===== config.mk =====
export PLATFORM = sky130hd
export DESIGN_NAME = board_ctrl_top
export DESIGN_NICKNAME = d
export VERILOG_FILES = /design/src/common/board_ctrl_pkg.sv /design/src/spi_slave/spi_frame_receiver.sv /design/src/ctrl_reg_bank.sv /design/src/board_io_driver.sv /design/src/board_ctrl_top.sv
export SDC_FILE = /design/constraint.sdc
export NUM_CORES = 1
export LEC_CHECK = 0
export ABC_AREA = 1
export ABC_CLOCK_PERIOD_IN_PS = 1800
export BUFFER_PORTS_ARGS = -buffer_cell sky130_fd_sc_hd__buf_4
export CAP_MARGIN = 20
export CORE_ASPECT_RATIO = 1.5
export CORE_UTILIZATION = 61
export DETAILED_ROUTE_END_ITERATION = 10
export GPL_ROUTABILITY_DRIVEN = 0
export PLACE_DENSITY = 0.79
export SLEW_MARGIN = 10
export SYNTH_ARGS = -nofsm -noshare
export SYNTH_HDL_FRONTEND = slang
export SYNTH_HIERARCHICAL = 1
export SYNTH_SLANG_ARGS = --single-unit

===== constraint.sdc =====
create_clock -name clk -period 1.8 [get_ports clk]
set_clock_uncertainty 0.15 [all_clocks]
set_input_delay 0.36 -clock clk [delete_from_list [all_inputs] [get_ports clk]]
set_output_delay 0.36 -clock clk [all_outputs]
set_load 0.01 [all_outputs]

===== src/common/board_ctrl_pkg.sv =====
// shared types for the SPI board controller
// register map, width typedefs and the structs passed between blocks
package board_ctrl_pkg;

  // register address field of an SPI frame
  // only the first three codes are mapped, the rest are ignored by the bank
  typedef enum logic [3:0] {
    REG_LED_DATA  = 4'd0,
    REG_LED_MODE  = 4'd1,
    REG_ADC_ROUTE = 4'd2
  } reg_addr_t;

  // one register data word
  typedef logic [7:0] reg_data_t;

  // one bit per LED on the board
  typedef logic [7:0] led_vec_t;

  // bits in one write frame
  // 4 address bits, 4 don't-care bits, 8 data bits, MSB first
  localparam int FRAME_BITS = 16;

  // payload of a committed frame, 12 bits
  typedef struct packed {
    reg_addr_t addr;
    reg_data_t data;
  } wr_cmd_t;

  // register contents seen by the I/O driver, 10 bits
  // only bit 0 of the mode and route registers reaches the driver
  typedef struct packed {
    reg_data_t led_data;
    // 1 selects the Gray blink pattern on the LEDs
    logic      blink_en;
    // 1 routes the synchronized sclk to the ADC clock pin
    logic      adc_route_en;
  } ctrl_regs_t;

endpackage


===== src/spi_slave/spi_frame_receiver.sv =====
// write-only SPI mode 0 frame receiver, sampled in the clk domain
// emits one wr_cmd_t with a single-cycle strobe per valid 16-bit frame
`timescale 1ns/1ps

module spi_frame_receiver
  import board_ctrl_pkg::*;
(
  input  logic    clk,
  input  logic    rst_n,
  input  logic    sclk,
  input  logic    cs_n,
  input  logic    mosi,
  output wr_cmd_t cmd,
  output logic    wr_strobe,
  output logic    sclk_sync
);

  localparam int ADDR_W = $bits(reg_addr_t);
  localparam int DATA_W = $bits(reg_data_t);
  // counter holds 0 .. FRAME_BITS+1, the top value means "too long"
  localparam int CNT_W = $clog2(FRAME_BITS + 2);
  localparam logic [CNT_W-1:0] CNT_FULL = CNT_W'(FRAME_BITS);
  localparam logic [CNT_W-1:0] CNT_SAT = CNT_W'(FRAME_BITS + 1);

  // two-flop synchronizers, index 1 is the usable output
  logic [1:0] sclk_ff;
  logic [1:0] cs_ff;
  logic [1:0] mosi_ff;

  // previous synchronized levels, aligned with the edge pulses
  logic sclk_d;
  logic cs_d;
  logic mosi_d;

  // registered edge pulses
  logic sclk_rise;
  logic cs_fall;
  logic cs_rise;

  logic [FRAME_BITS-1:0] shift_q;
  logic [CNT_W-1:0]      bit_cnt;
  logic                  shift_en;

  // pins are asynchronous to clk
  // cs_n resets high so that leaving reset does not look like a frame start
  always_ff @(posedge clk)
  begin
    if (!rst_n)
    begin
      sclk_ff <= 2'b00;
      cs_ff   <= 2'b11;
      mosi_ff <= 2'b00;
    end
    else
    begin
      sclk_ff <= {sclk_ff[0], sclk};
      cs_ff   <= {cs_ff[0], cs_n};
      mosi_ff <= {mosi_ff[0], mosi};
    end
  end

  assign sclk_sync = sclk_ff[1];

  // edge detect stage
  // the pulses and the delayed levels change on the same edge,
  // so mosi_d is the data bit that goes with sclk_rise
  always_ff @(posedge clk)
  begin
    if (!rst_n)
    begin
      sclk_d    <= 1'b0;
      cs_d      <= 1'b1;
      mosi_d    <= 1'b0;
      sclk_rise <= 1'b0;
      cs_fall   <= 1'b0;
      cs_rise   <= 1'b0;
    end
    else
    begin
      sclk_d    <= sclk_ff[1];
      cs_d      <= cs_ff[1];
      mosi_d    <= mosi_ff[1];
      sclk_rise <= sclk_ff[1] & ~sclk_d;
      cs_fall   <= ~cs_ff[1] & cs_d;
      cs_rise   <= cs_ff[1] & ~cs_d;
    end
  end

  // mode 0: data is stable on the rising sclk edge, only while selected
  assign shift_en = sclk_rise & ~cs_d;

  // bit counter saturates one above a full frame
  // so any over-long frame stays distinguishable from a good one
  always_ff @(posedge clk)
  begin
    if (!rst_n)
    begin
      bit_cnt <= '0;
    end
    else if (cs_fall)
    begin
      bit_cnt <= '0;
    end
    else if (shift_en && bit_cnt != CNT_SAT)
    begin
      bit_cnt <= bit_cnt + 1'b1;
    end
  end

  // MSB first, the oldest bit ends up at the top
  always_ff @(posedge clk)
  begin
    if (shift_en)
    begin
      shift_q <= {shift_q[FRAME_BITS-2:0], mosi_d};
    end
  end

  // commit on cs_n rising
  // strobe only for an exact-length frame, everything else is dropped
  always_ff @(posedge clk)
  begin
    if (!rst_n)
    begin
      wr_strobe <= 1'b0;
    end
    else
    begin
      wr_strobe <= cs_rise && (bit_cnt == CNT_FULL);
    end
  end

  // address sits in the first 4 bits, data in the last 8
  // the 4 bits between them are don't-care
  always_ff @(posedge clk)
  begin
    if (cs_rise)
    begin
      cmd.addr <= reg_addr_t'(shift_q[FRAME_BITS-1 -: ADDR_W]);
      cmd.data <= shift_q[DATA_W-1:0];
    end
  end

endmodule


===== src/ctrl_reg_bank.sv =====
// control register bank, written by strobed commands from the SPI receiver
// presents the register bits the I/O driver needs as one struct
`timescale 1ns/1ps

module ctrl_reg_bank
  import board_ctrl_pkg::*;
(
  input  logic       clk,
  input  logic       rst_n,
  input  wr_cmd_t    cmd,
  input  logic       wr_strobe,
  output ctrl_regs_t regs
);

  // full 8-bit registers as seen by the host
  reg_data_t led_data_q;
  reg_data_t led_mode_q;
  reg_data_t adc_route_q;

  // one write per strobe, no back-pressure
  // the written value appears on regs the cycle after the strobe
  always_ff @(posedge clk)
  begin
    if (!rst_n)
    begin
      led_data_q  <= '0;
      led_mode_q  <= '0;
      adc_route_q <= '0;
    end
    else if (wr_strobe)
    begin
      case (cmd.addr)
        REG_LED_DATA:
        begin
          led_data_q <= cmd.data;
        end
        REG_LED_MODE:
        begin
          led_mode_q <= cmd.data;
        end
        REG_ADC_ROUTE:
        begin
          adc_route_q <= cmd.data;
        end
        default:
        begin
          // unmapped address, leave every register alone
        end
      endcase
    end
  end

  // only bit 0 of mode and route means anything to the driver
  // upper bits are kept so the host sees plain 8-bit registers
  assign regs.led_data     = led_data_q;
  assign regs.blink_en     = led_mode_q[0];
  assign regs.adc_route_en = adc_route_q[0];

endmodule


===== src/board_io_driver.sv =====
// drives the board LEDs and the ADC clock pin from the control registers
// LEDs show either static data or a Gray-coded blink pattern
`timescale 1ns/1ps

module board_io_driver
  import board_ctrl_pkg::*;
#(
  // prescaler bits below the visible blink pattern
  parameter int unsigned LOG2DELAY = 19
)
(
  input  logic       clk,
  input  logic       rst_n,
  input  ctrl_regs_t regs,
  input  logic       sclk_sync,
  output led_vec_t   led,
  output logic       adc_sclk
);

  localparam int unsigned LED_W = $bits(led_vec_t);
  localparam int unsigned CNT_W = LED_W + LOG2DELAY;

  // free-running blink counter, top LED_W bits are the pattern
  logic [CNT_W-1:0] blink_cnt;
  led_vec_t         blink_top;
  led_vec_t         blink_gray;
  led_vec_t         led_next;

  always_ff @(posedge clk)
  begin
    if (!rst_n)
    begin
      blink_cnt <= '0;
    end
    else
    begin
      blink_cnt <= blink_cnt + 1'b1;
    end
  end

  assign blink_top = blink_cnt[CNT_W-1 -: LED_W];

  // binary to Gray, adjacent counts differ in one LED only
  assign blink_gray = blink_top ^ (blink_top >> 1);

  // static data unless blink mode is on
  assign led_next = regs.blink_en ? blink_gray : led_vec_t'(regs.led_data);

  // outputs are registered, so led trails a register write by one cycle
  always_ff @(posedge clk)
  begin
    if (!rst_n)
    begin
      led <= '0;
    end
    else
    begin
      led <= led_next;
    end
  end

  // ADC clock is a registered copy of the synchronized sclk
  // held low while routing is off; no gating on a real clock net
  always_ff @(posedge clk)
  begin
    if (!rst_n)
    begin
      adc_sclk <= 1'b0;
    end
    else
    begin
      adc_sclk <= sclk_sync & regs.adc_route_en;
    end
  end

endmodule


===== src/board_ctrl_top.sv =====
// board controller top: SPI receiver feeds the register bank,
// which feeds the LED and ADC clock driver
`timescale 1ns/1ps

module board_ctrl_top
  import board_ctrl_pkg::*;
#(
  // blink prescaler width, small values speed up simulation
  parameter int unsigned LOG2DELAY = 19
)
(
  input  logic     clk,
  input  logic     rst_n,
  input  logic     sclk,
  input  logic     cs_n,
  input  logic     mosi,
  output led_vec_t led,
  output logic     adc_sclk
);

  // receiver to bank
  wr_cmd_t    cmd;
  logic       wr_strobe;

  // synchronized sclk, reused by the driver
  logic       sclk_sync;

  // bank to driver
  ctrl_regs_t regs;

  spi_frame_receiver u_rx (
    .clk       (clk),
    .rst_n     (rst_n),
    .sclk      (sclk),
    .cs_n      (cs_n),
    .mosi      (mosi),
    .cmd       (cmd),
    .wr_strobe (wr_strobe),
    .sclk_sync (sclk_sync)
  );

  ctrl_reg_bank u_regs (
    .clk       (clk),
    .rst_n     (rst_n),
    .cmd       (cmd),
    .wr_strobe (wr_strobe),
    .regs      (regs)
  );

  board_io_driver #(
    .LOG2DELAY (LOG2DELAY)
  ) u_io (
    .clk       (clk),
    .rst_n     (rst_n),
    .regs      (regs),
    .sclk_sync (sclk_sync),
    .led       (led),
    .adc_sclk  (adc_sclk)
  );

endmodule


# After elaboration in Yosys (flattened, before gate mapping)
# Index checks and enable logic that the tools add are counted.
# Widths: inputs -> output; s select.
[op_classes]
n_addsub = 2
n_eq_ne = 4
n_mux = 1
bitwise = 10
n_reduce_logical = 7
[op_table]
columns = ["cell", "n"]
rows = [
  ["$add 27x1->27 const B", 1],
  ["$mux 8", 1],
  ["$xor 8x7->8", 1],
  ["$reduce_and 2->1", 3],
  ["$add 5x1->5 const B", 1],
  ["$and 1x1->1", 5],
  ["$eq 5x5->1 const B", 1],
  ["$ne 5x5->1 const B", 1],
  ["$eq 4x1->1 const B", 1],
  ["$eq 4x2->1 const B", 1],
  ["$logic_not 4->1", 1],
  ["$not 1->1", 4],
  ["$logic_and 1x1->1", 2],
  ["$reduce_or 2->1", 1],
]
[word_totals]
regBits = 92
out_inout_bits = 9
wordCells = 44

# Longest topological paths before layout
[depth]
ltp_word = 3
depth_mapped = 9
depth_no_buf = 9

# By module
# Netlist, hierarchy kept.
[by_module_without_submodules]
columns = ["module", "instances", "cells_per_inst", "area_each_um2", "seq_area_each_um2"]
rows = [
  ["board_io_driver", 1, 241, 1700.4, 720.7],
  ["spi_frame_receiver", 1, 108, 1510.2, 1201.2],
  ["ctrl_reg_bank", 1, 91, 561.8, 200.2],
]

# Worst setup path after synthesis
# OpenSTA, ideal clock, no wires.
[synth_path]
path_kind = "register to register"
startpoint = "register u_io.blink_cnt[0]"
endpoint = "register u_io.blink_cnt[26]"
setup_time_ps = 115
t_arrival_ps = 1108
slack_ps = 427
stages_incl_launch_ff = 9
synth_period_minus_slack_ps = 1373
path_cell_list = "dfxtp_1 -> ha_1 -> nand2_1 -> nor2_2 -> nand2_2 -> nor2_1 -> nand3_1 -> nand2_1 -> nor2_1"
[synth_via]
elab_chain_len = 1
[synth_rtl]
columns = ["element", "line", "text"]
rows = [
  ["start: declaration", "board_io_driver.sv:24", "logic [CNT_W-1:0] blink_cnt;"],
  ["start signal: assignment", "board_io_driver.sv:37", "blink_cnt <= blink_cnt + 1'b1;"],
  ["$add 27x1->27", "board_io_driver.sv:37", ""],
]
# No other way between the ends.
# A chain may end at the register's enable or synchronous reset.

# Worst setup path after layout
[layout_path]
startpoint = "register u_io.blink_cnt[0]"
endpoint = "register u_io.blink_cnt[24]"
# Same word-level chain as after synthesis.

==> impl_metrics.csv <==
group,metric,value,unit
clock_network,hold_buffers,0,
finish,fin_nets,475,
global_routing,grt_pass1_wl,11.4,mm
floorplanning,io_pins,14,
clock_network,clock_path_buffers,2,
logic_synthesis,synth_seq_cells,92,
sta,max_slew_margin,0.635,
routing,postRouteAntennaNets,0,
worst_setup_path,critPathMaxFanout,4,
floorplanning,rows,34,
logic_synthesis,syn_area_per_cell,8.57,um2
finish,fin_area,0.00414,mm2
global_routing,first_global_vias,2637,
worst_setup_path,cp.arrival,1.65,ns
power_and_ir_drop,powerDensity,859,mW/mm2
routing,vias_per_cell,5.02,
finish,drive_above_1_share,0.129,
clock_network,cts_tree,"built",
finish,mostFrequentLayoutCells,"nor2_1, nand2_1, dfxtp_1, inv_1, edfxtp_1",
worst_setup_path,endpoint_kind,"flop",
logic_synthesis,netlist.top_cell.by_area,"dfxtp_1",
sta,min_period_over_period,0.864,
clock_network,clk_latency,0.35,ns
global_routing,grt_antenna_before_repair,0,
routing,vias,2695,
worst_setup_path,regToRegSetupSlack,0.24,ns
global_routing,track_usage,0.233,
worst_setup_path,cp-start-kind,"flop",
worst_setup_path,required,1.89,ns
placement,hpwlAfterDp,4.94,mm
worst_setup_path,r2r_cells,8,
placement,portBuffers,13,
sta,maxSlewViolCount,0,
logic_synthesis,ys_types,22,
logic_synthesis,synth_nets,455,
routing,drt_iter0_markers,108,
clock_network,cts.sinks,92,
floorplanning,dieWidth,66.2,um
hold_path,hold_class,"in2reg",
clock_network,htree_num_levels,3,
clock_network,root_buffer,"clkbuf_8",
worst_setup_path,path_class,"reg2reg",
clock_network,cts_resized,0,
logic_synthesis,yosysTopAreaCellShare,0.340,
floorplanning,coreArea,0.00587,mm2
outcome,outcome,"finished, final reports clean",
sta,timing.fmax,643,MHz
power_and_ir_drop,p_leak,1.77,nW
sta,rsz0062_at_grt,"false",
logic_synthesis,synth_cells,440,
sta,tightestPinTransition,0.547,ns
floorplanning,die_h,98.3,um
finish,antenna_cells,0,
hold_path,hold_start,"mosi",
global_routing,grt_max_degree,25,
logic_synthesis,syn-cell-area,0.00377,mm2
routing,wirelength,6.63,mm
floorplanning,die-area,0.00651,mm2
hold_path,hold_depth,3,
routing,drc_errors,0,
sta,tns,0,ns
hold_path,min_to,"u_rx/mosi_ff[0]$_SDFF_PN0_",
sta,fin_crit,1.56,ns
logic_synthesis,yosys_warnings,6,
worst_setup_path,rr_endpoint,"u_io/blink_cnt[24]$_SDFF_PN0_",
logic_synthesis,yosysSeqAreaShare,0.563,
finish,area_delta_synth_final,9.85,%
finish,final_common_cell,"nor2_1",
placement,place_area,0.00395,mm2
floorplanning,initial_core_util,0.643,
power_and_ir_drop,irDropWorstVdd,0.000700,V
clock_network,cts_setup_buffers,0,
global_routing,overflow,0,
sta,hold_viol_final,0,
logic_synthesis,synth_area_leaders,"dfxtp_1, edfxtp_1, nor2_1",
worst_setup_path,reg2reg_from,"u_io/blink_cnt[0]$_SDFF_PN0_",
clock_network,cts_buffers,9,
sta,setup-violations-final,0,
flow_run,drv_cap,0,
routing,post_drt_wl_per_cell,12.3,um
routing,first_pass_iters,5,
clock_network,clk_pin_slew,0.09,ns
## cells in the mapped netlist (all sizes together)
library cell,count
a21oi,14
buf,6
clkbuf,1
dfxtp,64
edfxtp,28
ha,10
inv,60
nand2,95
nand3,18
nand4,12
nor2,104
nor3,4
o21a,2
o21ai,13
or2,2
xor2,7
## per-stage QoR
stage                      util  instances  hold slack [ns]  setup WS, ns  power, W
final                     0.706        537           0.0376         0.245   0.00356
after global routing      0.706        537           0.0335        0.0440   0.00368
after CTS                 0.706        537           0.0194         0.258   0.00359
after detailed placement  0.673        521            0.243         0.274   0.00227
after global placement    0.673        521            0.238         0.334   0.00227
after floorplan               -        440            0.218         0.427   0.00225
## metal layers
layer,routed length (um),vias up,global-route usage
met5,0,-,0
met2,3620,38,0.426
met3,169,11,0.0537
li1,-,1421,-
met4,144,0,0.105
met1,2690,1225,0.243
## sequential cells by signal, indices dropped and copies added, names as in the netlist, 2 cells and up
| register | flops |
|---|---|
| u_rx/shift_q | 16 |
| u_rx/sclk_ff | 2 |
| u_rx/bit_cnt | 5 |
| u_rx/cmd | 12 |
| u_regs/led_data_q | 8 |
| u_io/blink_cnt | 27 |
| u_rx/cs_ff | 2 |
| u_io/led | 8 |
| u_rx/mosi_ff | 2 |
## critical path: stages (launching register included)
cell	delay, ns
dfxtp_1	0.36
ha_1	0.17
nand2_1	0.10
nor2_2	0.19
nand2_2	0.12
nor2_4	0.15
nand3_1	0.09
nand2_1	0.08
nor2_1	0.05
## worst max-delay path by stage
stage,endpoint,from
finish,u_io/blink_cnt[24]$_SDFF_PN0_,u_io/blink_cnt[0]$_SDFF_PN0_
floorplan,u_io/blink_cnt[26]$_SDFF_PN0_,u_io/blink_cnt[0]$_SDFF_PN0_
global route,u_io/blink_cnt[20]$_SDFF_PN0_,u_io/blink_cnt[0]$_SDFF_PN0_
detailed placement,u_io/blink_cnt[20]$_SDFF_PN0_,u_io/blink_cnt[0]$_SDFF_PN0_
CTS,u_io/blink_cnt[20]$_SDFF_PN0_,u_io/blink_cnt[0]$_SDFF_PN0_
global placement,u_io/blink_cnt[26]$_SDFF_PN0_,u_io/blink_cnt[0]$_SDFF_PN0_
## power breakdown
| part | leakage, nW | internal [W] | switching, W | total, W |
|---|---|---|---|---|
| logic | 0.854 | 0.0000266 | 0.0000479 | 0.0000746 |
| clock network | 0.0992 | 0.000637 | 0.000698 | 0.00133 |
| registers | 0.814 | 0.00214 | 0.0000104 | 0.00215 |
## logic make-up (layout without fill, tap and decap cells)
kind of cell / after synthesis / in the layout / share of synthesized area
compound gates: 29 / 29 / 0.0398
xor+xnor: 7 / 7 / 0.0163
buf+inv: 67 / 92 / 0.0706
flops: 92 / 92 / 0.563
simple gates: 235 / 235 / 0.278
fa+ha+maj: 10 / 10 / 0.0332
## final cells by class
cell class	count	area, um2
Fill cell	453	1730
Tap cell	72	90.1
Clock inverter	7	66.3
Clock buffer	9	124
Sequential cell	92	2120
Multi-Input combinational cell	281	1380
Timing Repair Buffer	16	133
Inverter	60	225
No activity file was read; power rests on OpenSTA's default activity.
